File: config.mk
export PLATFORM = sky130hd
export DESIGN_NAME = modifier_memory
export DESIGN_NICKNAME = d
export VERILOG_FILES = /design/src/micro_pkg.sv /design/src/modifier_memory.sv
export SDC_FILE = /design/constraint.sdc
export NUM_CORES = 1
export LEC_CHECK = 0
export BUFFER_PORTS_ARGS = -buffer_cell sky130_fd_sc_hd__buf_2
export CAP_MARGIN = 20
export CORE_MARGIN = 3
export CORE_UTILIZATION = 49
export CTS_CLUSTER_DIAMETER = 200
export DETAILED_ROUTE_END_ITERATION = 7
export PLACE_DENSITY = 0.64
export SLEW_MARGIN = 30
export SYNTH_ARGS = -nofsm -noshare
export SYNTH_HDL_FRONTEND = slang
export SYNTH_SLANG_ARGS = --single-unit
File: constraint.sdc
create_clock -name clk -period 8 [get_ports clk]
set_input_delay 1.2 -clock clk [delete_from_list [all_inputs] [get_ports clk]]
set_output_delay 1.2 -clock clk [all_outputs]
set_load 0.1 [all_outputs]
File: src/micro_pkg.sv
`default_nettype none

package micro_pkg;

    // ------------------------------------------------------------------------
    // Widths and depths
    localparam int MC_ADDR_W   = 8;                          // Microaddress bits
    localparam int MC_DEPTH    = 256;                        // Microcode ROM words
    localparam int MC_WORD_W   = 48;                         // Microinstruction bits
    localparam int DATA_W      = 64;                         // External bus and data path
    localparam int LIT_W       = 20;                         // Literal field
    localparam int MOD_DEPTH   = 16;                         // Modifier entries
    localparam int STACK_DEPTH = 5;                          // Subroutine stack entries
    localparam int SP_W        = $clog2(STACK_DEPTH + 1);    // Stack fill count

    // ------------------------------------------------------------------------
    // Low bit of each microinstruction field, bit 47 spare
    localparam int F_LIT_LO  = 0;                            // Literal [19:0]
    localparam int F_FF_LO   = 20;                           // Flag trigger op [22:20]
    localparam int F_ARB_LO  = 23;                           // Arbiter request [24:23]
    localparam int F_YDST_LO = 25;                           // Y destination [27:25]
    localparam int F_YSRC_LO = 28;                           // Y source [30:28]
    localparam int F_CINV_LO = 31;                           // Condition invert [31]
    localparam int F_CSEL_LO = 32;                           // Condition select [34:32]
    localparam int F_NEXT_LO = 35;                           // Branch address [42:35]
    localparam int F_SEQ_LO  = 43;                           // Sequencer op [46:43]

    // ------------------------------------------------------------------------
    // Sequencer opcodes, 2910 numbering
    typedef enum logic [3:0] {
        SEQ_JZ   = 4'd0,                                     // Jump zero, clear stack
        SEQ_CJS  = 4'd1,                                     // Cond jump subroutine
        SEQ_JMAP = 4'd2,                                     // Jump to branch field
        SEQ_CJP  = 4'd3,                                     // Cond jump
        SEQ_PUSH = 4'd4,                                     // Push, cond load counter
        SEQ_RPCT = 4'd9,                                     // Repeat while counter nonzero
        SEQ_CRTN = 4'd10,                                    // Cond return
        SEQ_LDCT = 4'd12,                                    // Load counter
        SEQ_CONT = 4'd14,                                    // Continue
        SEQ_TWB  = 4'd15                                     // Three-way branch
    } seq_op_t;

    typedef enum logic [2:0] {
        C_YES    = 3'd0,                                     // Always
        C_ARBRDY = 3'd1,                                     // Arbiter done
        C_ZERO   = 3'd2,                                     // Y bus all zero
        C_TR0    = 3'd3,
        C_TR1    = 3'd4
    } cond_t;

    typedef enum logic [2:0] {
        YS_NONE    = 3'd0,
        YS_LITERAL = 3'd1,                                   // Zero-extended literal
        YS_RDATA   = 3'd2,                                   // Read data register
        YS_MODREG  = 3'd3,                                   // Modifier under pointer
        YS_STATUS  = 3'd4                                    // {TR1, TR0}
    } y_src_t;

    typedef enum logic [2:0] {
        YD_NONE   = 3'd0,
        YD_UREG   = 3'd1,                                    // Address register
        YD_WDATA  = 3'd2,                                    // Write data register
        YD_MODREG = 3'd3,
        YD_STATUS = 3'd4
    } y_dst_t;

    typedef enum logic [1:0] {
        ARB_IDLE  = 2'd0,
        ARB_READ  = 2'd1,
        ARB_WRITE = 2'd2
    } arb_op_t;

    typedef enum logic [2:0] {
        FF_NOP    = 3'd0,
        FF_SETTR0 = 3'd1,
        FF_CLRTR0 = 3'd2,
        FF_SETTR1 = 3'd3,
        FF_CLRTR1 = 3'd4,
        FF_CLRPTR = 3'd5,                                    // Modifier pointer to 0
        FF_INCPTR = 3'd6,                                    // Modifier pointer + 1
        FF_INCADR = 3'd7                                     // Address register + 1
    } ff_op_t;

    typedef enum logic [1:0] {
        ST_IDLE = 2'd0,
        ST_ADDR = 2'd1,                                      // Address strobe
        ST_DATA = 2'd2,                                      // Read or write strobe
        ST_DONE = 2'd3                                       // Ready pulse
    } arb_state_t;

endpackage

`default_nettype wire
File: src/modifier_memory.sv
`timescale 1ns/1ns
`default_nettype none

module modifier_memory (
    input  wire                                 clk,
    input  wire                                 reset,
    input  wire micro_pkg::ff_op_t              i_ff_op,
    input  wire                                 i_we,            // Y destination is MODREG
    input  wire [micro_pkg::DATA_W-1:0]         i_wdata,
    output logic [micro_pkg::DATA_W-1:0]        o_rdata
);
    import micro_pkg::*;

    logic [DATA_W-1:0]            mem [MOD_DEPTH];     // Modifier entries
    logic [$clog2(MOD_DEPTH)-1:0] ptr;                 // Entry pointer, wraps

    always_ff @(posedge clk) begin
        if (reset)
            ptr <= '0;
        else if (i_ff_op == FF_CLRPTR)
            ptr <= '0;
        else if (i_ff_op == FF_INCPTR)
            ptr <= ptr + 1'b1;
    end

    always_ff @(posedge clk) begin
        if (i_we)
            mem[ptr] <= i_wdata;                       // Old pointer on INCPTR
    end

    assign o_rdata = mem[ptr];                         // Asynchronous read

endmodule

`default_nettype wire

; Yosys cells after proc, flatten, opt, wreduce, memory -nomap -nowiden
; Memories as Yosys holds them, arrays and structs flattened. A register that Yosys moved wholly into a read port is not among the register bits.
; Index checks and enable logic that the tools add are counted.
[op_classes]
addsub = 1
eq_ne = 2
muxes = 4
n_reduce_logical = 1
[ops]
columns = cell, n
row1 = $mux W4, 2
row2 = $eq A3 B3 Y1 const B, 2
row3 = $add A4 B1 Y4 const B, 1
row4 = $mux W1, 2
row5 = $reduce_or A2 Y1, 1
[word_totals]
regBits = 4
ram_bits = 1024
input_bits = 70
out_inout_bits = 64
elab_cells = 10
memories = 1
[mem_list]
columns = name, words, word_bits, read_ports, rd_ports_with_merged_regs, wr, line_no
row1 = mem, 16, 64, 1, 1, 1, modifier_memory.sv:14  ; logic [DATA_W-1:0] mem [MOD_DEPTH];

; Depth between registers and ports, before layout
[logic_depth]
depth_word = 3
depth_mapped = 6
ltp_nobuf = 5

; Least setup slack after synthesis
; Ideal clock, no wire load.
[synth_path]
path_type = input to register
startpoint = in i_we
endpoint = mem mem[2][0], enable pin
setup_ns = 0.565
arrival_time_ns = 5.638
required_time_ns = 7.435
setup_slack_ns = 1.797
cell_stages = 2
path_cell_list = nand2_1 -> nor3_1
[synth_via]
elab_chain_len = 2
[synth_rtl]
columns = element, line_no
row1 = "start, declared", modifier_memory.sv:8  ; input wire i_we,
row2 = $mux W1, modifier_memory.sv:27  ; if (i_we)
row3 = $mux W1 (not written as such), modifier_memory.sv:28  ; mem[ptr] <= i_wdata;
row4 = "end, declared", modifier_memory.sv:14
; No other way between the ends.

==> metrics.yaml <==
status: "completed"
rows: 102
synth_cell_types: 29
cts_buffers: 100
viasPerCell: 6.000
period_share: 0.6124
fmax_mhz: 204.1
final_hold_viol_count: 0
htree_levels: 3
cts_tree: "done"
synth_mux_area_frac: 0.1490
maxSlewViolCount: 0
synth_async_sr_flop_share: 0
synth_area_sq_mm: 0.03869
hold_class: "register to register"
setup_violations: 0
gp_congestion: 0.7013
port_buffers: 133
routed_wl_mm: 83.97
final_antenna_net_count: 0
synth-edff-count: 1024
dieArea_sq_mm: 0.08237
start_util: 0.4970
design_area_sq_mm: 0.04426
antenna_found_initial: 15
critPathLaunchType: "register"
gr-total-overflow: 0
worstSetupEndpointType: "output pin"
critical_path_class: "register to output pin"
syn_to_final_growth_pct: 14.39
avgSynthCellArea_sq_um: 23.72
fin_setup_tns_ps: 0
drtPass1Iterations: 5
clkSinkCount: 1032
worstMarginPinSlew_ps: 1034
grt_pass1_wl_mm: 124.0
synth_top_area_cell: "edfxtp_1"
p_leak_nw: 13.65
synth_top_family_by_area: "multiplexers"
yosys-top-cells-count: "edfxtp_1 (1024), mux4_2 (256), a22oi_1 (128)"
grt_pass1_vias: 18710
core-area_sq_mm: 0.07785
nFillCells: 5661
synth_fa_ha_area_frac: 0.001294
ys.flop_type: "edfxtp_1"
placed_cell_area_sq_mm: 0.04080
yosysWarnings: 0
yosysSeqAreaShare: 0.7989
relSlewSlack: 0.3108
vias: 17700
worstSkewPairLatency_ps: 640
track_usage: 0.2074
fin_nets: 1894
die_w_um: 287
min_period_ps: 4899
synthCells: 1631
yosysMostFrequentCell: "edfxtp_1"
powerDensity_mw_per_mm2: 258.6
crit_chain: "buf_12, mux4_2, a22oi_1, nand2_1, buf_2"
die_y_um: 287
finalClockSkew_ps: 9.364
rsz0062_at_grt: "false"
ir_worst_vdd_v: 0.0001666
slowest_delay_ps: 890
grt_max_degree: 155
io_pins: 134
cts_max_path_buffers: 3
postCtsSetupBuffers: 0
hpwl_mm: 41.15
cts_resized: 0
clk_pin_slew_worst_paths_ps: 60
cts_root_buf: "clkbuf_16"
synth_top_area_frac: 0.7947
drive_gt1_frac: 0.3190
arrival_ps: 3700
drc: 0
ys_top_cells_by_area: "edfxtp_1 (79%), mux4_2 (15%), a22oi_1 (2.5%)"
maxCapViolations: 0
worst-path-max-fanout: 95
avgRoutedWirePerCell_um: 28.46
synth_compound_area_frac: 0.02691
cts_hold_buf: 0
regToRegSetupSlack_ps: 4980
drtIter0Drc: 1990
yosys.area_share.simple: 0.01145
syn_nets: 1705
synth_seq_cells: 1032
crit_slowest_cell: "dfxtp_4"
cp_data_required_time_ps: 6800
synth_xor_area_frac: 0
[cell type report]
cell class | instances | area, sq um | area share
multi-input cells | 507 | 7443 | 0.1682
inverters | 4 | 15.01 | 0.0003393
well taps | 1040 | 1301 | 0.02940
diodes | 7 | 17.52 | 0.0003958
clock inverters | 70 | 838.3 | 0.01894
repair buffers | 175 | 1124 | 0.02539
clock buffers | 115 | 2601 | 0.05878
flip-flops and latches | 1032 | 30920 | 0.6986
[per-stage QoR]
stage | cells | hold WS [ps] | worst slack [ps] | utilization | total power, mW
after CTS | 2943 | 548.6 | 3015 | 0.5683 | 11.55
after floorplan | 1631 | 496.2 | 1797 | - | 6.529
after detailed placement | 2758 | 539.5 | 3702 | 0.5241 | 6.693
after global routing | 2944 | 600.2 | 2828 | 0.5683 | 11.78
final | 2950 | 549.0 | 3101 | 0.5685 | 11.45
after global placement | 2753 | 529.3 | 3682 | 0.5223 | 6.681
[final timing paths]
kind,startpoint,end,cells after the start
max,register,o_rdata[4],5
min,ptr[1],register,2
max reg2reg,ptr[2],mem[5][11],3
min reg2reg,ptr[1],register,2
[power by group]
| part | total (mW) | internal (mW) | switching [mW] |
|---|---|---|---|
| Sequential | 5.99 | 5.98 | 0.0144 |
| Combinational | 0.579 | 0.157 | 0.422 |
| Clock | 4.88 | 2.92 | 1.96 |
[kinds of logic (layout without fill, tap and decap cells)]
group                      Yosys count  count (layout)
AOI/OAI and AO/OA                  141             141
adders and majority gates            4               4
buffers and inverters               92             364
DFF                               1032            1032
muxes                              256             256
other                                0               7
and+or+nand+nor                    106             106
[state kept, by name, indices dropped and copies added, names as in the netlist, named ones only]
signal	count
ptr	4
mem	1024
[worst max-delay path, delay by kind of cell (launching register included)]
family | cells | cell delay, ps
AOI/OAI and AO/OA | 1 | 210
muxes | 1 | 590
buffers and inverters | 2 | 1020
and+or+nand+nor | 1 | 220
DFF | 1 | 890
[cell usage in the layout, fill, tap and decap left out, drive strengths merged]
cell type,n
a211o,1
a21bo,1
a21o,2
a21oi,5
a22oi,128
a31oi,1
and2,3
and3,1
buf,175
bufinv,18
clkbuf,115
clkinv,38
clkinvlp,8
dfxtp,8
diode,7
edfxtp,1024
ha,4
inv,10
mux4,256
nand2,74
nand2b,4
nand3,2
nand3b,1
nor2,14
nor2b,2
nor3,3
nor3b,1
nor4bb,1
o21ai,3
[routing by layer]
metal,part of all wire,vias to the layer above,track usage
met5,0.0011,-,0
met4,0.013,14,0.04595
met3,0.080,88,0.04203
met2,0.49,642,0.3311
met1,0.42,9540,0.3009
li1,-,7415,-
(Power assumes the default switching activity.)
