## config.mk

```make
export PLATFORM = sky130hd
export DESIGN_NAME = flag_triggers
export DESIGN_NICKNAME = d
export VERILOG_FILES = /design/src/micro_pkg.sv /design/src/flag_triggers.sv
export SDC_FILE = /design/constraint.sdc
export NUM_CORES = 1
export LEC_CHECK = 0
export BUFFER_PORTS_ARGS = -buffer_cell sky130_fd_sc_hd__buf_2
export CAP_MARGIN = 20
export CORE_AREA = 2 2 39 41
export DETAILED_ROUTE_END_ITERATION = 16
export DIE_AREA = 0 0 41 43
export SETUP_SLACK_MARGIN = 0.2
export SLEW_MARGIN = 20
export SYNTH_ARGS = -nofsm -noshare
export SYNTH_HDL_FRONTEND = slang
export SYNTH_SLANG_ARGS = --single-unit
```

## constraint.sdc

```tcl
create_clock -name clk -period 0.8 [get_ports clk]
set_input_delay 0.04 -clock clk [delete_from_list [all_inputs] [get_ports clk]]
set_output_delay 0.04 -clock clk [all_outputs]
set_load 0.05 [all_outputs]
```

## src/micro_pkg.sv

```systemverilog
`default_nettype none

package micro_pkg;

    // ------------------------------------------------------------------------
    // Widths and depths
    localparam int MC_ADDR_W   = 8;                          // Microaddress bits
    localparam int MC_DEPTH    = 256;                        // Microcode ROM words
    localparam int MC_WORD_W   = 48;                         // Microinstruction bits
    localparam int DATA_W      = 64;                         // External bus and data path
    localparam int LIT_W       = 20;                         // Literal field
    localparam int MOD_DEPTH   = 16;                         // Modifier entries
    localparam int STACK_DEPTH = 5;                          // Subroutine stack entries
    localparam int SP_W        = $clog2(STACK_DEPTH + 1);    // Stack fill count

    // ------------------------------------------------------------------------
    // Low bit of each microinstruction field, bit 47 spare
    localparam int F_LIT_LO  = 0;                            // Literal [19:0]
    localparam int F_FF_LO   = 20;                           // Flag trigger op [22:20]
    localparam int F_ARB_LO  = 23;                           // Arbiter request [24:23]
    localparam int F_YDST_LO = 25;                           // Y destination [27:25]
    localparam int F_YSRC_LO = 28;                           // Y source [30:28]
    localparam int F_CINV_LO = 31;                           // Condition invert [31]
    localparam int F_CSEL_LO = 32;                           // Condition select [34:32]
    localparam int F_NEXT_LO = 35;                           // Branch address [42:35]
    localparam int F_SEQ_LO  = 43;                           // Sequencer op [46:43]

    // ------------------------------------------------------------------------
    // Sequencer opcodes, 2910 numbering
    typedef enum logic [3:0] {
        SEQ_JZ   = 4'd0,                                     // Jump zero, clear stack
        SEQ_CJS  = 4'd1,                                     // Cond jump subroutine
        SEQ_JMAP = 4'd2,                                     // Jump to branch field
        SEQ_CJP  = 4'd3,                                     // Cond jump
        SEQ_PUSH = 4'd4,                                     // Push, cond load counter
        SEQ_RPCT = 4'd9,                                     // Repeat while counter nonzero
        SEQ_CRTN = 4'd10,                                    // Cond return
        SEQ_LDCT = 4'd12,                                    // Load counter
        SEQ_CONT = 4'd14,                                    // Continue
        SEQ_TWB  = 4'd15                                     // Three-way branch
    } seq_op_t;

    typedef enum logic [2:0] {
        C_YES    = 3'd0,                                     // Always
        C_ARBRDY = 3'd1,                                     // Arbiter done
        C_ZERO   = 3'd2,                                     // Y bus all zero
        C_TR0    = 3'd3,
        C_TR1    = 3'd4
    } cond_t;

    typedef enum logic [2:0] {
        YS_NONE    = 3'd0,
        YS_LITERAL = 3'd1,                                   // Zero-extended literal
        YS_RDATA   = 3'd2,                                   // Read data register
        YS_MODREG  = 3'd3,                                   // Modifier under pointer
        YS_STATUS  = 3'd4                                    // {TR1, TR0}
    } y_src_t;

    typedef enum logic [2:0] {
        YD_NONE   = 3'd0,
        YD_UREG   = 3'd1,                                    // Address register
        YD_WDATA  = 3'd2,                                    // Write data register
        YD_MODREG = 3'd3,
        YD_STATUS = 3'd4
    } y_dst_t;

    typedef enum logic [1:0] {
        ARB_IDLE  = 2'd0,
        ARB_READ  = 2'd1,
        ARB_WRITE = 2'd2
    } arb_op_t;

    typedef enum logic [2:0] {
        FF_NOP    = 3'd0,
        FF_SETTR0 = 3'd1,
        FF_CLRTR0 = 3'd2,
        FF_SETTR1 = 3'd3,
        FF_CLRTR1 = 3'd4,
        FF_CLRPTR = 3'd5,                                    // Modifier pointer to 0
        FF_INCPTR = 3'd6,                                    // Modifier pointer + 1
        FF_INCADR = 3'd7                                     // Address register + 1
    } ff_op_t;

    typedef enum logic [1:0] {
        ST_IDLE = 2'd0,
        ST_ADDR = 2'd1,                                      // Address strobe
        ST_DATA = 2'd2,                                      // Read or write strobe
        ST_DONE = 2'd3                                       // Ready pulse
    } arb_state_t;

endpackage

`default_nettype wire
```

## src/flag_triggers.sv

```systemverilog
`timescale 1ns/1ns
`default_nettype none

module flag_triggers (
    input  wire                     clk,
    input  wire                     reset,
    input  wire micro_pkg::ff_op_t  i_ff_op,
    input  wire                     i_status_we,        // Y destination is STATUS
    input  wire [1:0]               i_y_status,         // {TR1, TR0} from Y
    output logic                    o_tr0,
    output logic                    o_tr1
);
    import micro_pkg::*;

    always_ff @(posedge clk) begin
        if (reset) begin
            o_tr0 <= 1'b0;
            o_tr1 <= 1'b0;
        end else if (i_status_we) begin                 // Y write wins
            o_tr1 <= i_y_status[1];
            o_tr0 <= i_y_status[0];
        end else begin
            case (i_ff_op)
                FF_SETTR0: o_tr0 <= 1'b1;
                FF_CLRTR0: o_tr0 <= 1'b0;
                FF_SETTR1: o_tr1 <= 1'b1;
                FF_CLRTR1: o_tr1 <= 1'b0;
                default:   ;                            // Pointer and address ops
            endcase
        end
    end

endmodule

`default_nettype wire

```

# Word-level counts from Yosys, hierarchy flattened
# Cells that the tools add are included.
# word_totals
out_inout_bits	2
register_bits	2
# classes
eq_ne	4
n_reduce_logical	2
muxes	4
# ops
operator	count
equality test 3 x 2 -> 1 bit, second input constant	2
nonzero test 3 bit	2
one-hot mux 1 bit (2 select lines)	2
equality test 3 x 1 -> 1 bit, second input constant	1
equality test 3 bit, second input constant	1
2-to-1 mux 1 bit	2

# Depth between registers and ports, before layout
# depth
depth_word	3
depth_mapped	3

# Worst setup path before layout
# No wires, ideal clock.
# synth_path
path_kind	reg2reg
startpoint	register, netlist name o_tr1
endpoint	register o_tr1
setup_time_ps	86
period_less_slack_ps	1084
path_slack_ps	-284
stages_incl_launch_ff	3
t_required_ps	714
t_arrival_ps	998
path_cell_list	dfxtp_1 > a21oi_1 > a221oi_2
# synth_lines
element	line_no	source
to (signal assigned)	flag_triggers.sv:20	o_tr1 <= i_y_status[1];
to (decl)	flag_triggers.sv:11	output logic o_tr1

# Final worst setup path
# layout_path
startpoint	register o_tr1
endpoint	output o_tr1
# No word-level cell between the ends.

==> load_flow_metrics.sql <==
INSERT INTO impl_metrics (metric_group, metric, value, unit) VALUES
('logic_synthesis', 'post_synthesis_sequential_element_count', '2', ''),
('logic_synthesis', 'yosys.area.top_type_share', '0.348', ''),
('logic_synthesis', 'post_synth_inst_count', '15', ''),
('place', 'buffer_ports.inserted', '9', ''),
('global_routing', 'maximum_number_of_pins_on_one_net_before_global_route_repair', '5', ''),
('logic_synthesis', 'compound_gate_fraction_of_synth_area', '0.359', ''),
('logic_synthesis', 'synth_area_leaders', 'sky130_fd_sc_hd__dfxtp_1 35%, sky130_fd_sc_hd__a221oi_2 13%, sky130_fd_sc_hd__nand2b_1 11%', ''),
('logic_synthesis', 'postSynthNetCount', '23', ''),
('routing', 'drt_wl_total', '342', 'um'),
('logic_synthesis', 'yosys.area_share.adder', '0', ''),
('logic_synthesis', 'synth_top_family_by_area', 'compound AO/OA/AOI/OAI gates', ''),
('global_routing', 'wire_length_of_the_first_global_routing_pass', '614', 'um'),
('global_routing', 'first_global_vias', '164', ''),
('place', 'placed_cells_incl_taps', '40', ''),
('routing', 'dr_total_vias', '150', ''),
('routing', 'post-route-drc-count', '0', ''),
('finish', 'final_net_count', '37', ''),
('sta', 'maxSlewHeadroom', '0.890', ''),
('die', 'floorplan.die.height', '43', 'um'),
('power', 'power_density', '1830', 'nW/um^2'),
('run', 'cap_viol_max_count', '0', ''),
('global_routing', 'antenna_found_initial', '0', ''),
('setup_path', 'crit_path_cell_trace', 'buf_8', ''),
('die', 'rows', '14', ''),
('setup_path', 'criticalPathCategory', 'reg2out', ''),
('clock_tree', 'cts_tree', 'built', ''),
('finish', 'final_layout_size_suffix_gt1_frac', '0.704', ''),
('sta', 'period_minus_slack', '0.765', 'ns'),
('routing', 'drtIter0Drc', '7', ''),
('clock_tree', 'clk-insertion-delay-late', '0.22', 'ns'),
('die', 'core_area', '1380', 'um^2'),
('routing', 'drtAntennaViolNets', '0', ''),
('logic_synthesis', 'yosys.area.top_type', 'sky130_fd_sc_hd__dfxtp_1', ''),
('sta', 'clock.fmax', '1310', 'MHz'),
('logic_synthesis', 'yosysWarnings', '0', ''),
('clock_tree', 'htree_num_levels', '1', ''),
('logic_synthesis', 'mux_share_of_post_synthesis_cell_area', '0', ''),
('sta', 'layout_worst_path_cycle_share', '0.956', ''),
('sta', 'hold_viol_final', '0', ''),
('die', 'total_die_area', '1760', 'um^2'),
('sta', 'transition_at_the_pin_with_the_smallest_max_transition_slack', '0.165', 'ns'),
('global_routing', 'met1_usage_grt', '0.0510', ''),
('logic_synthesis', 'synthArstFlopShare', '0', ''),
('power', 'static-leakage-power', '0.103', 'nW'),
('logic_synthesis', 'post_synth_edffs', '0', ''),
('run_status', 'outcome', 'finished clean', ''),
('finish', 'fill_cells', '155', ''),
('setup_path', 'worst_ep_required_time', '0.76', 'ns'),
('clock_tree', 'postCtsSetupRepairBufs', '0', ''),
('sta', 'skew', '0', 'ns'),
('clock_tree', 'clock-root-buffer', 'sky130_fd_sc_hd__clkbuf_4', ''),
('place', 'globalplace.congestion', '0.571', ''),
('logic_synthesis', 'avgSynthCellArea', '7.67', 'um^2'),
('setup_path', 'critPathArrivalTime', '0.73', 'ns'),
('logic_synthesis', 'yosys.area_share.xor_xnor', '0', ''),
('global_routing', 'gr-usage-all-layers', '0.0591', ''),
('finish', 'multi_input_area', '86.3', 'um^2'),
('clock_tree', 'clock_sink_count', '2', ''),
('finish', 'insertedDiodeCount', '0', ''),
('logic_synthesis', 'netlist-cell-type-count', '11', ''),
('setup_path', 'critical_path.n_buffers_inverters', '1', ''),
('global_routing', 'grt_busiest_layer', 'met3', ''),
('clock_tree', 'cts-buffers-inserted', '3', ''),
('global_routing', 'use_met2', '0.0719', ''),
('logic_synthesis', 'synth_simple_gate_area_frac', '0.261', ''),
('clock_tree', 'clock_tree.buffer_depth', '2', ''),
('setup_path', 'critical_path.slowest_cell', 'sky130_fd_sc_hd__dfxtp_4', ''),
('routing', 'detail_route.vias_per_cell', '3.49', ''),
('hold_path', 'min_path_type', 'in2reg', ''),
('power', 'irDropWorstVdd', '0.000704', 'V'),
('setup_path', 'setup.worst_path.start_class', 'register', '');
[layer usage]
| metal | vias up | share of wire |
|---|---|---|
| met3 | 0 | 0.19 |
| li1 | 78 | - |
| met2 | 9 | 0.42 |
| met4 | 0 | 0 |
| met1 | 63 | 0.39 |
| met5 | - | 0 |
[area by class of cell]
| class | instances | area share |
|---|---|---|
| repair buffers | 9 | 0.265 |
| well taps | 16 | 0.0816 |
| clock buffers | 3 | 0.0918 |
| flip-flops and latches | 2 | 0.194 |
| inverters | 1 | 0.0153 |
| multi-input cells | 12 | 0.352 |
[worst paths after layout]
path / depth (start not counted) / to / slack [ns] / start
worst max register to register: 2 / o_tr1 / 0.09 / o_tr1
worst max-delay path: 1 / o_tr1 / 0.03 / o_tr1
worst min register to register: 2 / o_tr0 / 0.55 / o_tr0
worst min-delay path: 2 / o_tr1 / 0.005 / reset
[layout by cell type (no fill, tap or decap), drive strengths merged, types with 2 or more instances in the layout]
cell type / netlist / final
buf: 0 / 9
nor2: 2 / 2
a21oi: 2 / 2
o21ai: 2 / 2
dfxtp: 2 / 2
nand2b: 2 / 2
clkbuf: 0 / 3
[timing repair]
item | 4_1_cts | 5_1_grt
hold endpoints to repair | 1 | 0
pin swaps | 2 | 0
resized for setup | 6 | 1
setup endpoints to repair | 4 | 4
gates cloned | 0 | 0
[where the power goes]
part / leakage (nW) / internal (mW) / switching, mW
Sequential: 0.0178 / 0.107 / 0.0102
Combinational: 0.0714 / 0.0492 / 0.0558
Clock: 0.0138 / 0.166 / 0.0599
[per-stage QoR]
step | power (mW) | setup slack, ns | utilization | instance area (um^2) | hold slack (ns)
final | 0.448 | 0.0348 | 0.177 | 245 | 0.00497
after detailed placement | 0.205 | 0.0917 | 0.144 | 199 | 0.243
after CTS | 0.463 | 0.0217 | 0.175 | 241 | -0.000688
after global routing | 0.489 | 0.00238 | 0.177 | 245 | 0.00644
after floorplan | 0.169 | 0.00518 | - | 134 | 0.0970
after global placement | 0.203 | 0.115 | 0.144 | 199 | 0.228
[state kept, by name, indices dropped and copies added (netlist names)]
register / count
o_tr1: 1
o_tr0: 1
[logic make-up after synthesis]
group	after synthesis
simple gates	6
compound gates	6
flops	2
buf+inv	1
Power figures use the tool's default switching activity.
