**config.mk**
```make
export PLATFORM = sky130hd
export DESIGN_NAME = bus_arbiter
export DESIGN_NICKNAME = d
export VERILOG_FILES = /design/src/micro_pkg.sv /design/src/bus_arbiter.sv
export SDC_FILE = /design/constraint.sdc
export NUM_CORES = 1
export LEC_CHECK = 0
export ABC_CLOCK_PERIOD_IN_PS = 4200
export BUFFER_PORTS_ARGS = -buffer_cell sky130_fd_sc_hd__buf_2
export CORE_AREA = 2 2 126 128
export DETAILED_ROUTE_END_ITERATION = 10
export DIE_AREA = 0 0 128 130
export GPL_ROUTABILITY_DRIVEN = 0
export PLACE_DENSITY = 0.57
export SLEW_MARGIN = 20
export SYNTH_ARGS = -nofsm -noshare
export SYNTH_HDL_FRONTEND = slang
export SYNTH_SLANG_ARGS = --single-unit
```
**constraint.sdc**
```tcl
create_clock -name clk -period 4.2 [get_ports clk]
set_clock_uncertainty 0.2 [all_clocks]
set_input_delay 0 -clock clk [delete_from_list [all_inputs] [get_ports clk]]
set_output_delay 0 -clock clk [all_outputs]
set_load 0.02 [all_outputs]
```
**src/micro_pkg.sv**
```systemverilog
`default_nettype none

package micro_pkg;

    // ------------------------------------------------------------------------
    // Widths and depths
    localparam int MC_ADDR_W   = 8;                          // Microaddress bits
    localparam int MC_DEPTH    = 256;                        // Microcode ROM words
    localparam int MC_WORD_W   = 48;                         // Microinstruction bits
    localparam int DATA_W      = 64;                         // External bus and data path
    localparam int LIT_W       = 20;                         // Literal field
    localparam int MOD_DEPTH   = 16;                         // Modifier entries
    localparam int STACK_DEPTH = 5;                          // Subroutine stack entries
    localparam int SP_W        = $clog2(STACK_DEPTH + 1);    // Stack fill count

    // ------------------------------------------------------------------------
    // Low bit of each microinstruction field, bit 47 spare
    localparam int F_LIT_LO  = 0;                            // Literal [19:0]
    localparam int F_FF_LO   = 20;                           // Flag trigger op [22:20]
    localparam int F_ARB_LO  = 23;                           // Arbiter request [24:23]
    localparam int F_YDST_LO = 25;                           // Y destination [27:25]
    localparam int F_YSRC_LO = 28;                           // Y source [30:28]
    localparam int F_CINV_LO = 31;                           // Condition invert [31]
    localparam int F_CSEL_LO = 32;                           // Condition select [34:32]
    localparam int F_NEXT_LO = 35;                           // Branch address [42:35]
    localparam int F_SEQ_LO  = 43;                           // Sequencer op [46:43]

    // ------------------------------------------------------------------------
    // Sequencer opcodes, 2910 numbering
    typedef enum logic [3:0] {
        SEQ_JZ   = 4'd0,                                     // Jump zero, clear stack
        SEQ_CJS  = 4'd1,                                     // Cond jump subroutine
        SEQ_JMAP = 4'd2,                                     // Jump to branch field
        SEQ_CJP  = 4'd3,                                     // Cond jump
        SEQ_PUSH = 4'd4,                                     // Push, cond load counter
        SEQ_RPCT = 4'd9,                                     // Repeat while counter nonzero
        SEQ_CRTN = 4'd10,                                    // Cond return
        SEQ_LDCT = 4'd12,                                    // Load counter
        SEQ_CONT = 4'd14,                                    // Continue
        SEQ_TWB  = 4'd15                                     // Three-way branch
    } seq_op_t;

    typedef enum logic [2:0] {
        C_YES    = 3'd0,                                     // Always
        C_ARBRDY = 3'd1,                                     // Arbiter done
        C_ZERO   = 3'd2,                                     // Y bus all zero
        C_TR0    = 3'd3,
        C_TR1    = 3'd4
    } cond_t;

    typedef enum logic [2:0] {
        YS_NONE    = 3'd0,
        YS_LITERAL = 3'd1,                                   // Zero-extended literal
        YS_RDATA   = 3'd2,                                   // Read data register
        YS_MODREG  = 3'd3,                                   // Modifier under pointer
        YS_STATUS  = 3'd4                                    // {TR1, TR0}
    } y_src_t;

    typedef enum logic [2:0] {
        YD_NONE   = 3'd0,
        YD_UREG   = 3'd1,                                    // Address register
        YD_WDATA  = 3'd2,                                    // Write data register
        YD_MODREG = 3'd3,
        YD_STATUS = 3'd4
    } y_dst_t;

    typedef enum logic [1:0] {
        ARB_IDLE  = 2'd0,
        ARB_READ  = 2'd1,
        ARB_WRITE = 2'd2
    } arb_op_t;

    typedef enum logic [2:0] {
        FF_NOP    = 3'd0,
        FF_SETTR0 = 3'd1,
        FF_CLRTR0 = 3'd2,
        FF_SETTR1 = 3'd3,
        FF_CLRTR1 = 3'd4,
        FF_CLRPTR = 3'd5,                                    // Modifier pointer to 0
        FF_INCPTR = 3'd6,                                    // Modifier pointer + 1
        FF_INCADR = 3'd7                                     // Address register + 1
    } ff_op_t;

    typedef enum logic [1:0] {
        ST_IDLE = 2'd0,
        ST_ADDR = 2'd1,                                      // Address strobe
        ST_DATA = 2'd2,                                      // Read or write strobe
        ST_DONE = 2'd3                                       // Ready pulse
    } arb_state_t;

endpackage

`default_nettype wire
```
**src/bus_arbiter.sv**
```systemverilog
`timescale 1ns/1ns
`default_nettype none

module bus_arbiter (
    input  wire                                 clk,
    input  wire                                 reset,
    input  wire micro_pkg::arb_op_t             i_arb_op,
    input  wire [micro_pkg::DATA_W-1:0]         i_addr,          // Address register
    input  wire [micro_pkg::DATA_W-1:0]         i_wdata,         // Write data register
    input  wire [micro_pkg::DATA_W-1:0]         i_data,          // External read data
    output logic [micro_pkg::DATA_W-1:0]        o_ad,
    output logic                                o_astb,
    output logic                                o_rd,
    output logic                                o_wr,
    output logic                                o_rdy,
    output logic [micro_pkg::DATA_W-1:0]        o_rdata
);
    import micro_pkg::*;

    arb_state_t state;
    logic       wr_cycle;                              // Latched request kind

    // ------------------------------------------------------------------------
    // One cycle per state, requests only taken when idle
    always_ff @(posedge clk) begin
        if (reset) begin
            state    <= ST_IDLE;
            wr_cycle <= 1'b0;
        end else begin
            case (state)
                ST_IDLE: begin
                    if (i_arb_op == ARB_READ || i_arb_op == ARB_WRITE) begin
                        state    <= ST_ADDR;
                        wr_cycle <= (i_arb_op == ARB_WRITE);
                    end
                end
                ST_ADDR: state <= ST_DATA;
                ST_DATA: state <= ST_DONE;
                default: state <= ST_IDLE;             // DONE back to idle
            endcase
        end
    end

    always_ff @(posedge clk) begin
        if (state == ST_DATA && !wr_cycle)
            o_rdata <= i_data;                         // Sample at end of read
    end

    assign o_astb = (state == ST_ADDR);
    assign o_rd   = (state == ST_DATA) && !wr_cycle;
    assign o_wr   = (state == ST_DATA) && wr_cycle;
    assign o_rdy  = (state == ST_DONE);

    // Shared address/data lines
    always_comb begin
        case (state)
            ST_ADDR: o_ad = i_addr;
            ST_DATA: o_ad = wr_cycle ? i_wdata : '0;
            default: o_ad = '0;
        endcase
    end

endmodule

`default_nettype wire

```
## After elaboration in Yosys (flattened, before gate mapping)

Index checks and enable logic that the tools add are counted.

- Add/sub/neg operators: 0
- Multiply operators: 0
- Div/mod/pow operators: 0
- Order comparisons: 0
- Equality and inequality tests: 6
- Shift-type cells: 0
- Muxes and demuxes: 4
- Bitwise operators: 0
- Reduce and logical (&&, ||, !) cells: 6

Operator list:

| operator | count |
|---|---|
| $pmux W64 S2 | 1 |
| $mux W64 | 1 |
| $eq A2 B2 Y1 const B | 3 |
| $pmux W2 S3 | 1 |
| $eq A2 B1 Y1 const B | 2 |
| $logic_and A1 B1 Y1 | 2 |
| $logic_not A2 Y1 | 1 |
| $mux W2 | 1 |
| $ne A2 B2 Y1 const B | 1 |
| $reduce_and A2 Y1 | 1 |
| $logic_not A1 Y1 | 1 |
| $logic_or A1 B1 Y1 | 1 |

- Flip-flop bits (word level): 67
- Latch bits: 0
- RAM bits: 0
- Bits in read-only memories: 0
- Bits of input ports: 196
- Word-level logic and storage cells: 19
- Memories kept: 0

## Depth between registers and ports, before layout

- Word-level depth: 4
- Depth in mapped cells: 7

## Worst setup path before layout

OpenSTA, ideal clock, no wires.

- Kind: register to register
- Start: reg state[0]
- End: reg o_rdata[0] (netlist name) (enable)
- Library setup time: 0.506 ns
- Data arrival time: 3.698 ns
- Data required time: 3.494 ns
- Slack: -0.204 ns
- Stages on the path, launching flop included: 4
- Clock period less this slack: 4.404 ns
- Path through: dfxtp_1 inv_1 ha_1 nor2b_1

- Longest elaborated chain between the ends: 2

RTL lines:

| what | line | text |
|---|---|---|
| start: declaration | bus_arbiter.sv:20 | `arb_state_t state;` |
| start signal: assignment | bus_arbiter.sv:27 | `state <= ST_IDLE;` |
| start signal: assignment | bus_arbiter.sv:33 | `state <= ST_ADDR;` |
| start signal: assignment | bus_arbiter.sv:37 | `ST_ADDR: state <= ST_DATA;` |
| $eq A2 B2 Y1 | -- |  |
| $logic_and A1 B1 Y1 | -- |  |
| via o_rd | bus_arbiter.sv:13 | `output logic o_rd,` |
| end signal: assignment | bus_arbiter.sv:46 | `o_rdata <= i_data;` |
| end: declaration | bus_arbiter.sv:16 | `output logic [micro_pkg::DATA_W-1:0] o_rdata` |

The timed path passes the listed nets, and every way through them passes these cells.
A chain may end at the register's enable or synchronous reset.

## Worst setup path after layout

- Start: reg state[0]
- End: out o_ad[59] (netlist name)

- Longest elaborated chain between the ends: 2
- Elaborated cells on any way between the ends: 3

RTL lines:

| what | line | text |
|---|---|---|
| $eq A2 B2 Y1 or $eq A2 B1 Y1 (tied branches) | bus_arbiter.sv:56 | `case (state)` |
| $pmux W64 S2 * | bus_arbiter.sv:56 |  |
| end: declaration | bus_arbiter.sv:11 | `output logic [micro_pkg::DATA_W-1:0] o_ad,` |

Every way passes the cells marked *; elsewhere a longest branch is shown, timed or not.

==> run metrics <==
worst-path cell chain inv_1 > ha_1 > and2_4 > a22oi_1 > nor2b_1 > buf_2; Cell Area, Placed 5330 um2; Max Root-Sink Buffers 2; Fin. Hold Viols 0; kind of critical path reg2out; GRT Max-Usage Layer met2; fill cell count 1478; Final min period 2660 ps; syn avg cell area 15.1 um2; antenna violations before repair 0; Finish-stage setup viols 0; crit path DAT 2460 ps; largest net degree at the start of global routing 66; peak supply drop 0.000180 V; met3 Usage GRT 2.21%; crit path buf inv count 2; Port Buffers 327; post-detailed-route via-to-cell ratio 4.17; routing usage on met1 13.2%; DR DRC count 0; Final TNS setup 0 ps; worst-path fanout max 65; dpl hpwl 8570 um; Final period util 63.4%; routing usage on met2 23.8%; Starting DRT DRC Count 159; CTS buffer count 9; nature of the critical path startpoint register; Starting Density 23.4%; CP endpoint kind output port; Core Area 15400 um2; DRT antenna net count 0; Gates resized, CTS repair 0; LEAKAGE 0.00272 uW; CP required 4000 ps; CTS root buf clkbuf_16; H-tree depth 3; vias in the first global route 3321; drt wl/cell 14.0 um; register area 1980 um2; cells after synthesis 239; via count 3436; Die Height 130 um; top cell family by delay on the critical path simple AND/OR/NAND/NOR gates; RSZ-0062 raised after global routing false; Synth Cell Area 3610 um2; Worst Slack Setup Final 1540 ps; share of layout cells above drive strength 1 71.3%; pins over their slew limit 0; grt ovf 0; most frequent cells in the layout buf_2 (327), dlygate4sd3_1 (67), edfxtp_1 (64); total track usage 12.3%; worst-skew pair later-pin latency 320 ps; DR pass1 iterations 5; run status completed; Final Cell Area 6310 um2; max frequency 0.376 GHz; die area 16600 um2; Tightest Hold Check Type in2reg; # nets final 828; hold buffer count at cts 67; Post-Place Setup Slack 1860 ps; antenna diode instance count 0; power density cells 413 nW/um2; die width 128 um; Netlist cell types 20; TritonCTS clock tree yes; yosys warns 0; Least-Margin Pin Slew 1020 ps; Final Util 40.9%; setup bufs post-CTS 0; Seq cells post-synth 67; Worst-path clk slew 60 ps; io pins 328; commonest non-fill, non-tap cell in the layout buf_2; multi-input logic area 1440 um2; Max Cap Viol 0; crit-path max cell delay 770 ps; Synthesized Nets 441; CTS Sinks 67; Routed WL 11600 um; Power Total 2610 uW; Area Growth Syn to Fin 74.9%; # rows 46; register area share after synthesis 55.0%; Max-slew headroom 31.9%; CP max stage cell and2_4; first-pass GRT wire length 16100 um
[path summary, 6_finish.rpt]
kind / start / to / slack [ps] / cells after the start
max reg2reg: state[0]$_SDFFE_PP0P_ / o_rdata[2]$_DFFE_PP_ / 1890 / 4
min: i_arb_op[0] / state[1]$_SDFFE_PP0P_ / 60 / 6
min reg2reg: state[1]$_SDFFE_PP0P_ / state[1]$_SDFFE_PP0P_ / 330 / 2
max: state[0]$_SDFFE_PP0P_ / o_ad[59] / 1540 / 6
[final cells by class]
class,instances,area share [%]
clock buffers,9,3.57
inverters,3,0.179
flip-flops and latches,67,31.4
clock inverters,7,1.33
well taps,192,3.81
repair buffers,397,36.9
multi-input cells,148,22.8
[sequential cells by signal (all words and copies together), names as in the netlist]
name and count:
wr_cycle 1, o_rdata 64, state 2
[power by group]
part,leakage (uW),switching (uW),internal [uW],total [uW]
clock,0.000149,287,469,757
combinational,0.00196,534,450,985
sequential,0.000607,25.6,841,866
[worst min-delay path: cells and delay by family]
| family | cells | cell delay [ps] |
|---|---|---|
| AO/OA/AOI/OAI | 1 | 50 |
| AND/OR/NAND/NOR | 2 | 130 |
| adder cells (fa/ha/maj) | 1 | 200 |
| buffers and inverters | 2 | 150 |
[Yosys cell counts]
master | n | area (um2)
edfxtp_1 | 64 | 1920
a22oi_2 | 50 | 626
nor2b_2 | 50 | 438
nor2b_1 | 16 | 100
a22oi_1 | 14 | 105
buf_12 | 6 | 120
clkbuf_1 | 6 | 22.5
ha_1 | 6 | 75.1
buf_4 | 5 | 37.5
buf_2 | 4 | 20.0
dfxtp_1 | 3 | 60.1
inv_1 | 3 | 11.3
nor2_1 | 3 | 11.3
nand2_1 | 2 | 7.51
nand2b_1 | 2 | 12.5
a21oi_1 | 1 | 5.00
a32oi_1 | 1 | 8.76
and2_4 | 1 | 8.76
mux2i_1 | 1 | 10.0
nand3_1 | 1 | 5.00
[per-stage QoR]
stage / hold slack, ps / std cells
6_report: 56.7 / 823
5_1_grt: 94.2 / 823
4_1_cts: 42.8 / 823
3_5_place_dp: -21.8 / 740
3_3_place_gp: -22.4 / 740
2_1_floorplan: -131 / 239
[cell families (layout without fill, tap and decap cells)]
group                    after synthesis  count (layout)  share of synthesized area (%)
AO/OA/AOI/OAI                         66              66                           20.6
adder cells (fa/ha/maj)                6               6                           2.08
buffers and inverters                 24             416                           5.86
flip-flops                            67              67                           55.0
multiplexers                           1               1                          0.278
AND/OR/NAND/NOR                       75              75                           16.2
[per-layer routing]
layer | up-vias | part of all wire, %
li1 | 1679 | -
met1 | 1559 | 36
met2 | 181 | 56
met3 | 17 | 6.4
met4 | 0 | 1.7
met5 | - | 0
Power figures use the tool's default switching activity.
