==> src/micro_pkg.sv <==
`default_nettype none

package micro_pkg;

    // ------------------------------------------------------------------------
    // Widths and depths
    localparam int MC_ADDR_W   = 8;                          // Microaddress bits
    localparam int MC_DEPTH    = 256;                        // Microcode ROM words
    localparam int MC_WORD_W   = 48;                         // Microinstruction bits
    localparam int DATA_W      = 64;                         // External bus and data path
    localparam int LIT_W       = 20;                         // Literal field
    localparam int MOD_DEPTH   = 16;                         // Modifier entries
    localparam int STACK_DEPTH = 5;                          // Subroutine stack entries
    localparam int SP_W        = $clog2(STACK_DEPTH + 1);    // Stack fill count

    // ------------------------------------------------------------------------
    // Low bit of each microinstruction field, bit 47 spare
    localparam int F_LIT_LO  = 0;                            // Literal [19:0]
    localparam int F_FF_LO   = 20;                           // Flag trigger op [22:20]
    localparam int F_ARB_LO  = 23;                           // Arbiter request [24:23]
    localparam int F_YDST_LO = 25;                           // Y destination [27:25]
    localparam int F_YSRC_LO = 28;                           // Y source [30:28]
    localparam int F_CINV_LO = 31;                           // Condition invert [31]
    localparam int F_CSEL_LO = 32;                           // Condition select [34:32]
    localparam int F_NEXT_LO = 35;                           // Branch address [42:35]
    localparam int F_SEQ_LO  = 43;                           // Sequencer op [46:43]

    // ------------------------------------------------------------------------
    // Sequencer opcodes, 2910 numbering
    typedef enum logic [3:0] {
        SEQ_JZ   = 4'd0,                                     // Jump zero, clear stack
        SEQ_CJS  = 4'd1,                                     // Cond jump subroutine
        SEQ_JMAP = 4'd2,                                     // Jump to branch field
        SEQ_CJP  = 4'd3,                                     // Cond jump
        SEQ_PUSH = 4'd4,                                     // Push, cond load counter
        SEQ_RPCT = 4'd9,                                     // Repeat while counter nonzero
        SEQ_CRTN = 4'd10,                                    // Cond return
        SEQ_LDCT = 4'd12,                                    // Load counter
        SEQ_CONT = 4'd14,                                    // Continue
        SEQ_TWB  = 4'd15                                     // Three-way branch
    } seq_op_t;

    typedef enum logic [2:0] {
        C_YES    = 3'd0,                                     // Always
        C_ARBRDY = 3'd1,                                     // Arbiter done
        C_ZERO   = 3'd2,                                     // Y bus all zero
        C_TR0    = 3'd3,
        C_TR1    = 3'd4
    } cond_t;

    typedef enum logic [2:0] {
        YS_NONE    = 3'd0,
        YS_LITERAL = 3'd1,                                   // Zero-extended literal
        YS_RDATA   = 3'd2,                                   // Read data register
        YS_MODREG  = 3'd3,                                   // Modifier under pointer
        YS_STATUS  = 3'd4                                    // {TR1, TR0}
    } y_src_t;

    typedef enum logic [2:0] {
        YD_NONE   = 3'd0,
        YD_UREG   = 3'd1,                                    // Address register
        YD_WDATA  = 3'd2,                                    // Write data register
        YD_MODREG = 3'd3,
        YD_STATUS = 3'd4
    } y_dst_t;

    typedef enum logic [1:0] {
        ARB_IDLE  = 2'd0,
        ARB_READ  = 2'd1,
        ARB_WRITE = 2'd2
    } arb_op_t;

    typedef enum logic [2:0] {
        FF_NOP    = 3'd0,
        FF_SETTR0 = 3'd1,
        FF_CLRTR0 = 3'd2,
        FF_SETTR1 = 3'd3,
        FF_CLRTR1 = 3'd4,
        FF_CLRPTR = 3'd5,                                    // Modifier pointer to 0
        FF_INCPTR = 3'd6,                                    // Modifier pointer + 1
        FF_INCADR = 3'd7                                     // Address register + 1
    } ff_op_t;

    typedef enum logic [1:0] {
        ST_IDLE = 2'd0,
        ST_ADDR = 2'd1,                                      // Address strobe
        ST_DATA = 2'd2,                                      // Read or write strobe
        ST_DONE = 2'd3                                       // Ready pulse
    } arb_state_t;

endpackage

`default_nettype wire
==> src/microsequencer.sv <==
`timescale 1ns/1ns
`default_nettype none

module microsequencer (
    input  wire                                 clk,
    input  wire                                 reset,
    input  wire micro_pkg::seq_op_t             i_seq_op,
    input  wire [micro_pkg::MC_ADDR_W-1:0]      i_branch_addr,   // Also counter load value
    input  wire                                 i_cond_pass,
    output logic [micro_pkg::MC_ADDR_W-1:0]     o_next_addr
);
    import micro_pkg::*;

    logic [MC_ADDR_W-1:0] upc;                         // Address of current word + 1
    logic [MC_ADDR_W-1:0] stack [STACK_DEPTH];         // Return addresses
    logic [SP_W-1:0]      sp;                          // Filled entries
    logic [SP_W-1:0]      wr_idx;                      // Push slot
    logic [MC_ADDR_W-1:0] counter;                     // Loop counter
    logic [MC_ADDR_W-1:0] top;                         // Top of stack
    logic                 ct_zero;
    logic                 push;
    logic                 pop;
    logic                 clear;
    logic                 load_ct;
    logic                 dec_ct;

    // Underflow reads entry 0, overflow rewrites the top entry
    assign top     = (sp == '0) ? stack[0] : stack[sp - 1'b1];
    assign wr_idx  = (sp == SP_W'(STACK_DEPTH)) ? SP_W'(STACK_DEPTH - 1) : sp;
    assign ct_zero = (counter == '0);

    // ------------------------------------------------------------------------
    // Next address select
    always_comb begin
        o_next_addr = upc;                             // Default continue
        push        = 1'b0;
        pop         = 1'b0;
        clear       = 1'b0;
        load_ct     = 1'b0;
        dec_ct      = 1'b0;
        case (i_seq_op)
            SEQ_JZ: begin
                o_next_addr = '0;
                clear       = 1'b1;                    // Empty the stack
            end
            SEQ_CJS: begin
                if (i_cond_pass) begin
                    o_next_addr = i_branch_addr;
                    push        = 1'b1;
                end
            end
            SEQ_JMAP: o_next_addr = i_branch_addr;     // No map ROM, branch field only
            SEQ_CJP: begin
                if (i_cond_pass)
                    o_next_addr = i_branch_addr;
            end
            SEQ_PUSH: begin
                push    = 1'b1;
                load_ct = i_cond_pass;                 // Optional counter load
            end
            SEQ_RPCT: begin
                if (!ct_zero) begin
                    o_next_addr = i_branch_addr;
                    dec_ct      = 1'b1;
                end
            end
            SEQ_CRTN: begin
                if (i_cond_pass) begin
                    o_next_addr = top;
                    pop         = 1'b1;
                end
            end
            SEQ_LDCT: load_ct = 1'b1;
            SEQ_TWB: begin
                pop = i_cond_pass | ct_zero;           // Leave the loop
                if (!i_cond_pass && !ct_zero) begin
                    o_next_addr = top;                 // Loop again
                    dec_ct      = 1'b1;
                end else if (!i_cond_pass) begin
                    o_next_addr = i_branch_addr;       // Count ran out
                end
            end
            default: ;                                 // CONT and spare codes
        endcase
    end

    always_ff @(posedge clk) begin
        if (reset) begin
            upc     <= '0;
            sp      <= '0;
            counter <= '0;
        end else begin
            upc <= o_next_addr + 1'b1;
            if (clear)
                sp <= '0;
            else if (push && sp != SP_W'(STACK_DEPTH))
                sp <= sp + 1'b1;
            else if (pop && sp != '0)
                sp <= sp - 1'b1;
            if (load_ct)
                counter <= i_branch_addr;
            else if (dec_ct)
                counter <= counter - 1'b1;
        end
    end

    always_ff @(posedge clk) begin
        if (push)
            stack[wr_idx] <= upc;                      // Return to word after call
    end

endmodule

`default_nettype wire

==> config.mk <==
export PLATFORM = sky130hd
export DESIGN_NAME = microsequencer
export DESIGN_NICKNAME = d
export VERILOG_FILES = /design/src/micro_pkg.sv /design/src/microsequencer.sv
export SDC_FILE = /design/constraint.sdc
export NUM_CORES = 1
export LEC_CHECK = 0
export BUFFER_PORTS_ARGS = -buffer_cell sky130_fd_sc_hd__buf_2
export CAP_MARGIN = 20
export CORE_MARGIN = 3
export CORE_UTILIZATION = 45
export DETAILED_ROUTE_END_ITERATION = 6
export SYNTH_ARGS = -nofsm -noshare
export SYNTH_HDL_FRONTEND = slang
export SYNTH_SLANG_ARGS = --single-unit
==> constraint.sdc <==
create_clock -name clk -period 4.43 [get_ports clk]
set_clock_uncertainty 0.1 [all_clocks]
set_input_delay 0.886 -clock clk [delete_from_list [all_inputs] [get_ports clk]]
set_output_delay 0.886 -clock clk [all_outputs]
set_load 0.02 [all_outputs]
=== Yosys cells after proc, flatten, opt, wreduce, memory -nomap -nowiden ===
Memories as Yosys holds them, arrays and structs flattened.
Index checks and enable logic that the tools add are counted.

* Memories: 1
* Register bits after elaboration: 19
* Memory bits (writable): 40
* Logic and storage cells: 54

* Reduce and logical (&&, ||, !) cells: 13
* Add/sub/neg operators: 4
* Eq/ne operators: 10
* Bitwise logic cells: 1
* Multiplexer cells: 22

{| class="wikitable"
|+ Memories
! name !! words !! width !! read ports !! clocked after Yosys merged registers in !! write ports !! RTL line !! RTL
|-
| stack || 5 || 8 || 2 || 0 || 1 || microsequencer.sv:15 || <nowiki>logic [MC_ADDR_W-1:0] stack [STACK_DEPTH];</nowiki>
|}

{| class="wikitable"
|+ Operators by type and width
! kind !! number
|-
| $mux W8 || 8
|-
| $pmux W8 S6 || 1
|-
| $eq A4 B4 Y1 const B || 4
|-
| $mux W3 || 3
|-
| $add A8 B1 Y8 const B || 1
|-
| $eq A4 B2 Y1 const B || 2
|-
| $logic_not A8 Y1 || 1
|-
| $pmux W1 S2 || 4
|-
| $sub A8 B1 Y8 const B || 1
|-
| $mux W1 || 6
|-
| $eq A4 B1 Y1 const B || 1
|-
| $eq A4 B3 Y1 const B || 1
|-
| $logic_not A4 Y1 || 1
|-
| $reduce_bool A2 Y1 || 2
|-
| $reduce_or A2 Y1 || 2
|-
| $add A3 B1 Y3 const B || 1
|-
| $eq A3 B3 Y1 const B || 1
|-
| $logic_and A1 B1 Y1 || 3
|-
| $logic_not A3 Y1 || 1
|-
| $ne A3 B3 Y1 const B || 1
|-
| $reduce_bool A3 Y1 || 1
|-
| $sub A3 B1 Y3 const B || 1
|-
| $logic_not A1 Y1 || 2
|-
| $or A1 B1 Y1 || 1
|}

=== Depth between registers and ports, before layout ===
* Depth after elaboration: 7
* Depth in mapped cells: 12
* Gate-level depth less buffers: 9

=== Worst setup path after synthesis ===
No wires, ideal clock.

* Path kind: register to output
* From: reg sp[0]
* To: out o_next_addr[7] in the netlist's numbering
* Required time: 3.444 ns
* Path slack: 0.980 ns
* Path buffers: 2
* Stages on the path, launching flop included: 10
* Arrival: 2.464 ns
* Cell sequence: dfxtp_1 -> buf_2 -> inv_1 -> ha_1 -> clkbuf_1 -> mux4_2 -> mux2_2 -> mux2i_1 -> o21ai_0 -> a21o_1

* Cells in the longest elaborated chain, start to end: 5

{| class="wikitable"
|+ RTL lines
! element !! RTL line !! RTL
|-
| start, declared || microsequencer.sv:16 || <nowiki>logic [SP_W-1:0] sp;</nowiki>
|-
| start signal, assigned || microsequencer.sv:97 || <nowiki>sp <= sp + 1'b1;</nowiki>
|-
| start signal, assigned || microsequencer.sv:99 || <nowiki>sp <= sp - 1'b1;</nowiki>
|-
| $sub A3 B1 Y3 || microsequencer.sv:28 || <nowiki>assign top = (sp == '0) ? stack[0] : stack[sp - 1'b1];</nowiki>
|-
| $mem_v2 Z5 W8 || -- ||
|-
| $mux W8 * || microsequencer.sv:28 ||
|-
| $mux W8 (on tied branches) || microsequencer.sv:76, microsequencer.sv:68 ||
|-
| $pmux W8 S6 * || microsequencer.sv:41 || <nowiki>case (i_seq_op)</nowiki>
|-
| end, declared || microsequencer.sv:10 || <nowiki>output logic [micro_pkg::MC_ADDR_W-1:0] o_next_addr</nowiki>
|}

Mark *: on every way between the ends. The rest lies on a longest branch, timed or not.

=== Worst setup path in the final report ===
* From: reg sp[1]
* To: out o_next_addr[7] in the netlist's numbering

Same word-level chain as after synthesis.

==> impl_metrics.env <==
export IMPL_status="finished, final reports clean"
export IMPL_met3WireLength_um=382
export IMPL_synth_edff_count=40
export IMPL_yosysTopAreaCellShare_pct=38.4
export IMPL_synth_cell_types=53
export IMPL_reg2reg_depth=9
export IMPL_cts_max_level=3
export IMPL_hold_buffers=0
export IMPL_drv_cap=0
export IMPL_crit_fanout=10
export IMPL_syn_to_final_growth_pct=11.5
export IMPL_yosysMostFrequentCell="edfxtp_1"
export IMPL_worst_slew_pin_slew_ns=0.725
export IMPL_report_final_hold_viol_count=0
export IMPL_finalSetupViolCount=0
export IMPL_cts_root_buf="clkbuf_8"
export IMPL_cts_sinks=59
export IMPL_cts_resized=0
export IMPL_die_area_sq_mm=0.00799
export IMPL_cts_made_buffers=9
export IMPL_track_usage_pct=20.3
export IMPL_grt_pass1_wl_um=11700
export IMPL_drt_first_pass_iters=4
export IMPL_nNetsFinal=321
export IMPL_synth_largest_area_cell="edfxtp_1"
export IMPL_syn_nets=297
export IMPL_routed_wirelength_um=7440
export IMPL_min_period_over_period_pct=86.9
export IMPL_path_clk_slew_ns=0.07
export IMPL_dieHeight_um=89.4
export IMPL_cp_required_ns=3.44
export IMPL_cts_tree="done"
export IMPL_place_gp_congestion=0.779
export IMPL_hold_path_class="register to register"
export IMPL_r2r_start="sp[1]"
export IMPL_leakage_nw=1.26
export IMPL_dpl_cell_count=367
export IMPL_ys_top_cells_by_area="edfxtp_1, dfxtp_1, mux4_2"
export IMPL_core_area_sq_mm=0.00653
export IMPL_finalSetupTns_ns=0
export IMPL_yosysSeqAreaShare_pct=50.6
export IMPL_r2r_end="upc[5]"
export IMPL_wl_per_cell_um=19.4
export IMPL_drv_slew=0
export IMPL_async_flop_share_pct=0
export IMPL_rsz0062_at_grt="false"
export IMPL_ios=23
export IMPL_crit_start="sp[1]"
export IMPL_drive_gt1_share_pct=22.5
export IMPL_post_cts_setup_buffers=0
export IMPL_dr_wl_met2_um=3730
export IMPL_startpoint_type="register"
export IMPL_fin_cells=383
export IMPL_syn_area_per_cell_sq_um=11.3
export IMPL_dp_hpwl_um=5150
export IMPL_slew_headroom_pct=51.3
export IMPL_synth_main_ff_cell="edfxtp_1"
export IMPL_vias_per_cell=5.98
export IMPL_worstPathArrival_ns=2.86
export IMPL_cts_buffer_depth=2
export IMPL_drtAntennaViolNets=0
export IMPL_critical_path_class="register to output pin"
export IMPL_vias=2292
export IMPL_routed_top_layer="met4"
export IMPL_synth_commonest_cells="edfxtp_1, nor2_1, a21oi_1"
export IMPL_initial_core_util_pct=47.9
export IMPL_crit_path_end="o_next_addr[7]"
export IMPL_vdd_drop_max_mv=0.204
export IMPL_clk_insertion_delay_late_ns=0.33
export IMPL_die_w_um=89.4
export IMPL_fin_crit_ns=3.85
export IMPL_overflow=0
export IMPL_syn_inst=277
export IMPL_wl_met1_um=3250
export IMPL_fmax_ghz=0.260
export IMPL_portBuffers=22
export IMPL_drt_iter0_drc=142
export IMPL_grt_pass1_vias=2233
export IMPL_powerDensity_mw_per_mm2=381
export IMPL_grt_antenna_before_repair=0
export IMPL_grt_start_max_net_pins=18
export IMPL_synth_seq_cells=59
export IMPL_syn_area_sq_mm=0.00313
export IMPL_cp_end_kind="output pin"
export IMPL_drc=0
export IMPL_r2r_setup_slack_ns=1.33
export IMPL_n_antenna_cell=0
export IMPL_yosys_warnings=0
export IMPL_rows=29
-- registers in the layout, summed over array words and instances (netlist names) --
register / cells
upc: 8
sp: 3
stack: 40
counter: 8
-- where the power goes --
part	internal, mW	leakage [nW]	switching, mW
Sequential	0.607	0.520	0.0220
Clock	0.285	0.106	0.217
Combinational	0.0795	0.632	0.118
Total	0.972	1.26	0.356
-- cell families (layout without fill, tap and decap cells) --
logic type               after synthesis  in the layout  synth area share (%)
adder cells (fa/ha/maj)                5              5                  2.00
multiplexers                          13             13                  7.44
flip-flops                            59             59                  50.6
XOR/XNOR                               5              5                  1.40
buffers and inverters                 26             55                  4.72
AO/OA/AOI/OAI                         72             72                  16.3
AND/OR/NAND/NOR                       97             97                  17.6
-- final cells by class --
type | instances | area [sq um]
inverters | 11 | 41.3
repair buffers | 28 | 155
flip-flops and latches | 59 | 1580
multi-input cells | 192 | 1410
fillers | 605 | 3040
clock buffers | 13 | 191
well taps | 77 | 96.3
clock inverters | 3 | 17.5
-- routing by layer --
metal	GRT usage (%)	up-vias
met2	34.9	62
met1	25.2	1107
met5	0	-
met3	4.61	6
met4	6.63	0
li1	-	1117
-- worst min-delay path by stage --
| stage | from | endpoint | cells past startpoint |
|---|---|---|---|
| after floorplan | counter[1] | counter[1] | 2 |
| after detailed placement | counter[1] | counter[1] | 2 |
| after global placement | counter[1] | counter[1] | 2 |
| after CTS | counter[1] | counter[1] | 2 |
| final | counter[1] | counter[1] | 2 |
| after global routing | counter[1] | counter[1] | 2 |
-- placed cells by master (no fill, tap or decap), types with 3 or more instances in the layout --
| cell type | instances |
|---|---|
| mux2i_1 | 3 |
| dfxtp_1 | 19 |
| nand2_1 | 19 |
| o31a_2 | 3 |
| nand2b_1 | 4 |
| xnor2_1 | 3 |
| nand3b_1 | 4 |
| mux4_2 | 8 |
| a211oi_1 | 5 |
| buf_4 | 6 |
| and2_1 | 8 |
| clkbuf_8 | 10 |
| nand3_1 | 4 |
| a222oi_1 | 10 |
| nor2_1 | 22 |
| nor3_1 | 9 |
| inv_1 | 11 |
| o21ai_0 | 18 |
| edfxtp_1 | 40 |
| a21oi_1 | 20 |
| or2_2 | 3 |
| ha_1 | 5 |
| a221o_1 | 3 |
| nor4_1 | 4 |
| buf_2 | 22 |
-- critical path, cell delays in order, from the launching register on --
cell and delay [ns]:
dfxtp_1 0.42, inv_1 0.14, ha_1 0.61, mux4_2 0.40
mux2_2 0.28, mux2i_1 0.11, o21ai_0 0.15, a21o_1 0.26
buf_2 0.16
-- stage by stage --
step	area [sq um]	hold WS (ns)	util [%]	worst slack (ns)	total power, mW
global placement	3280	0.394	50.2	0.834	0.836
finish	3490	0.413	53.4	0.580	1.33
global route	3490	0.446	53.4	0.367	1.38
CTS	3490	0.416	53.4	0.540	1.34
floorplan	3130	0.367	-	0.980	0.781
detailed placement	3280	0.406	50.2	0.760	0.838
Note: power is estimated with default switching activity, not from simulation.
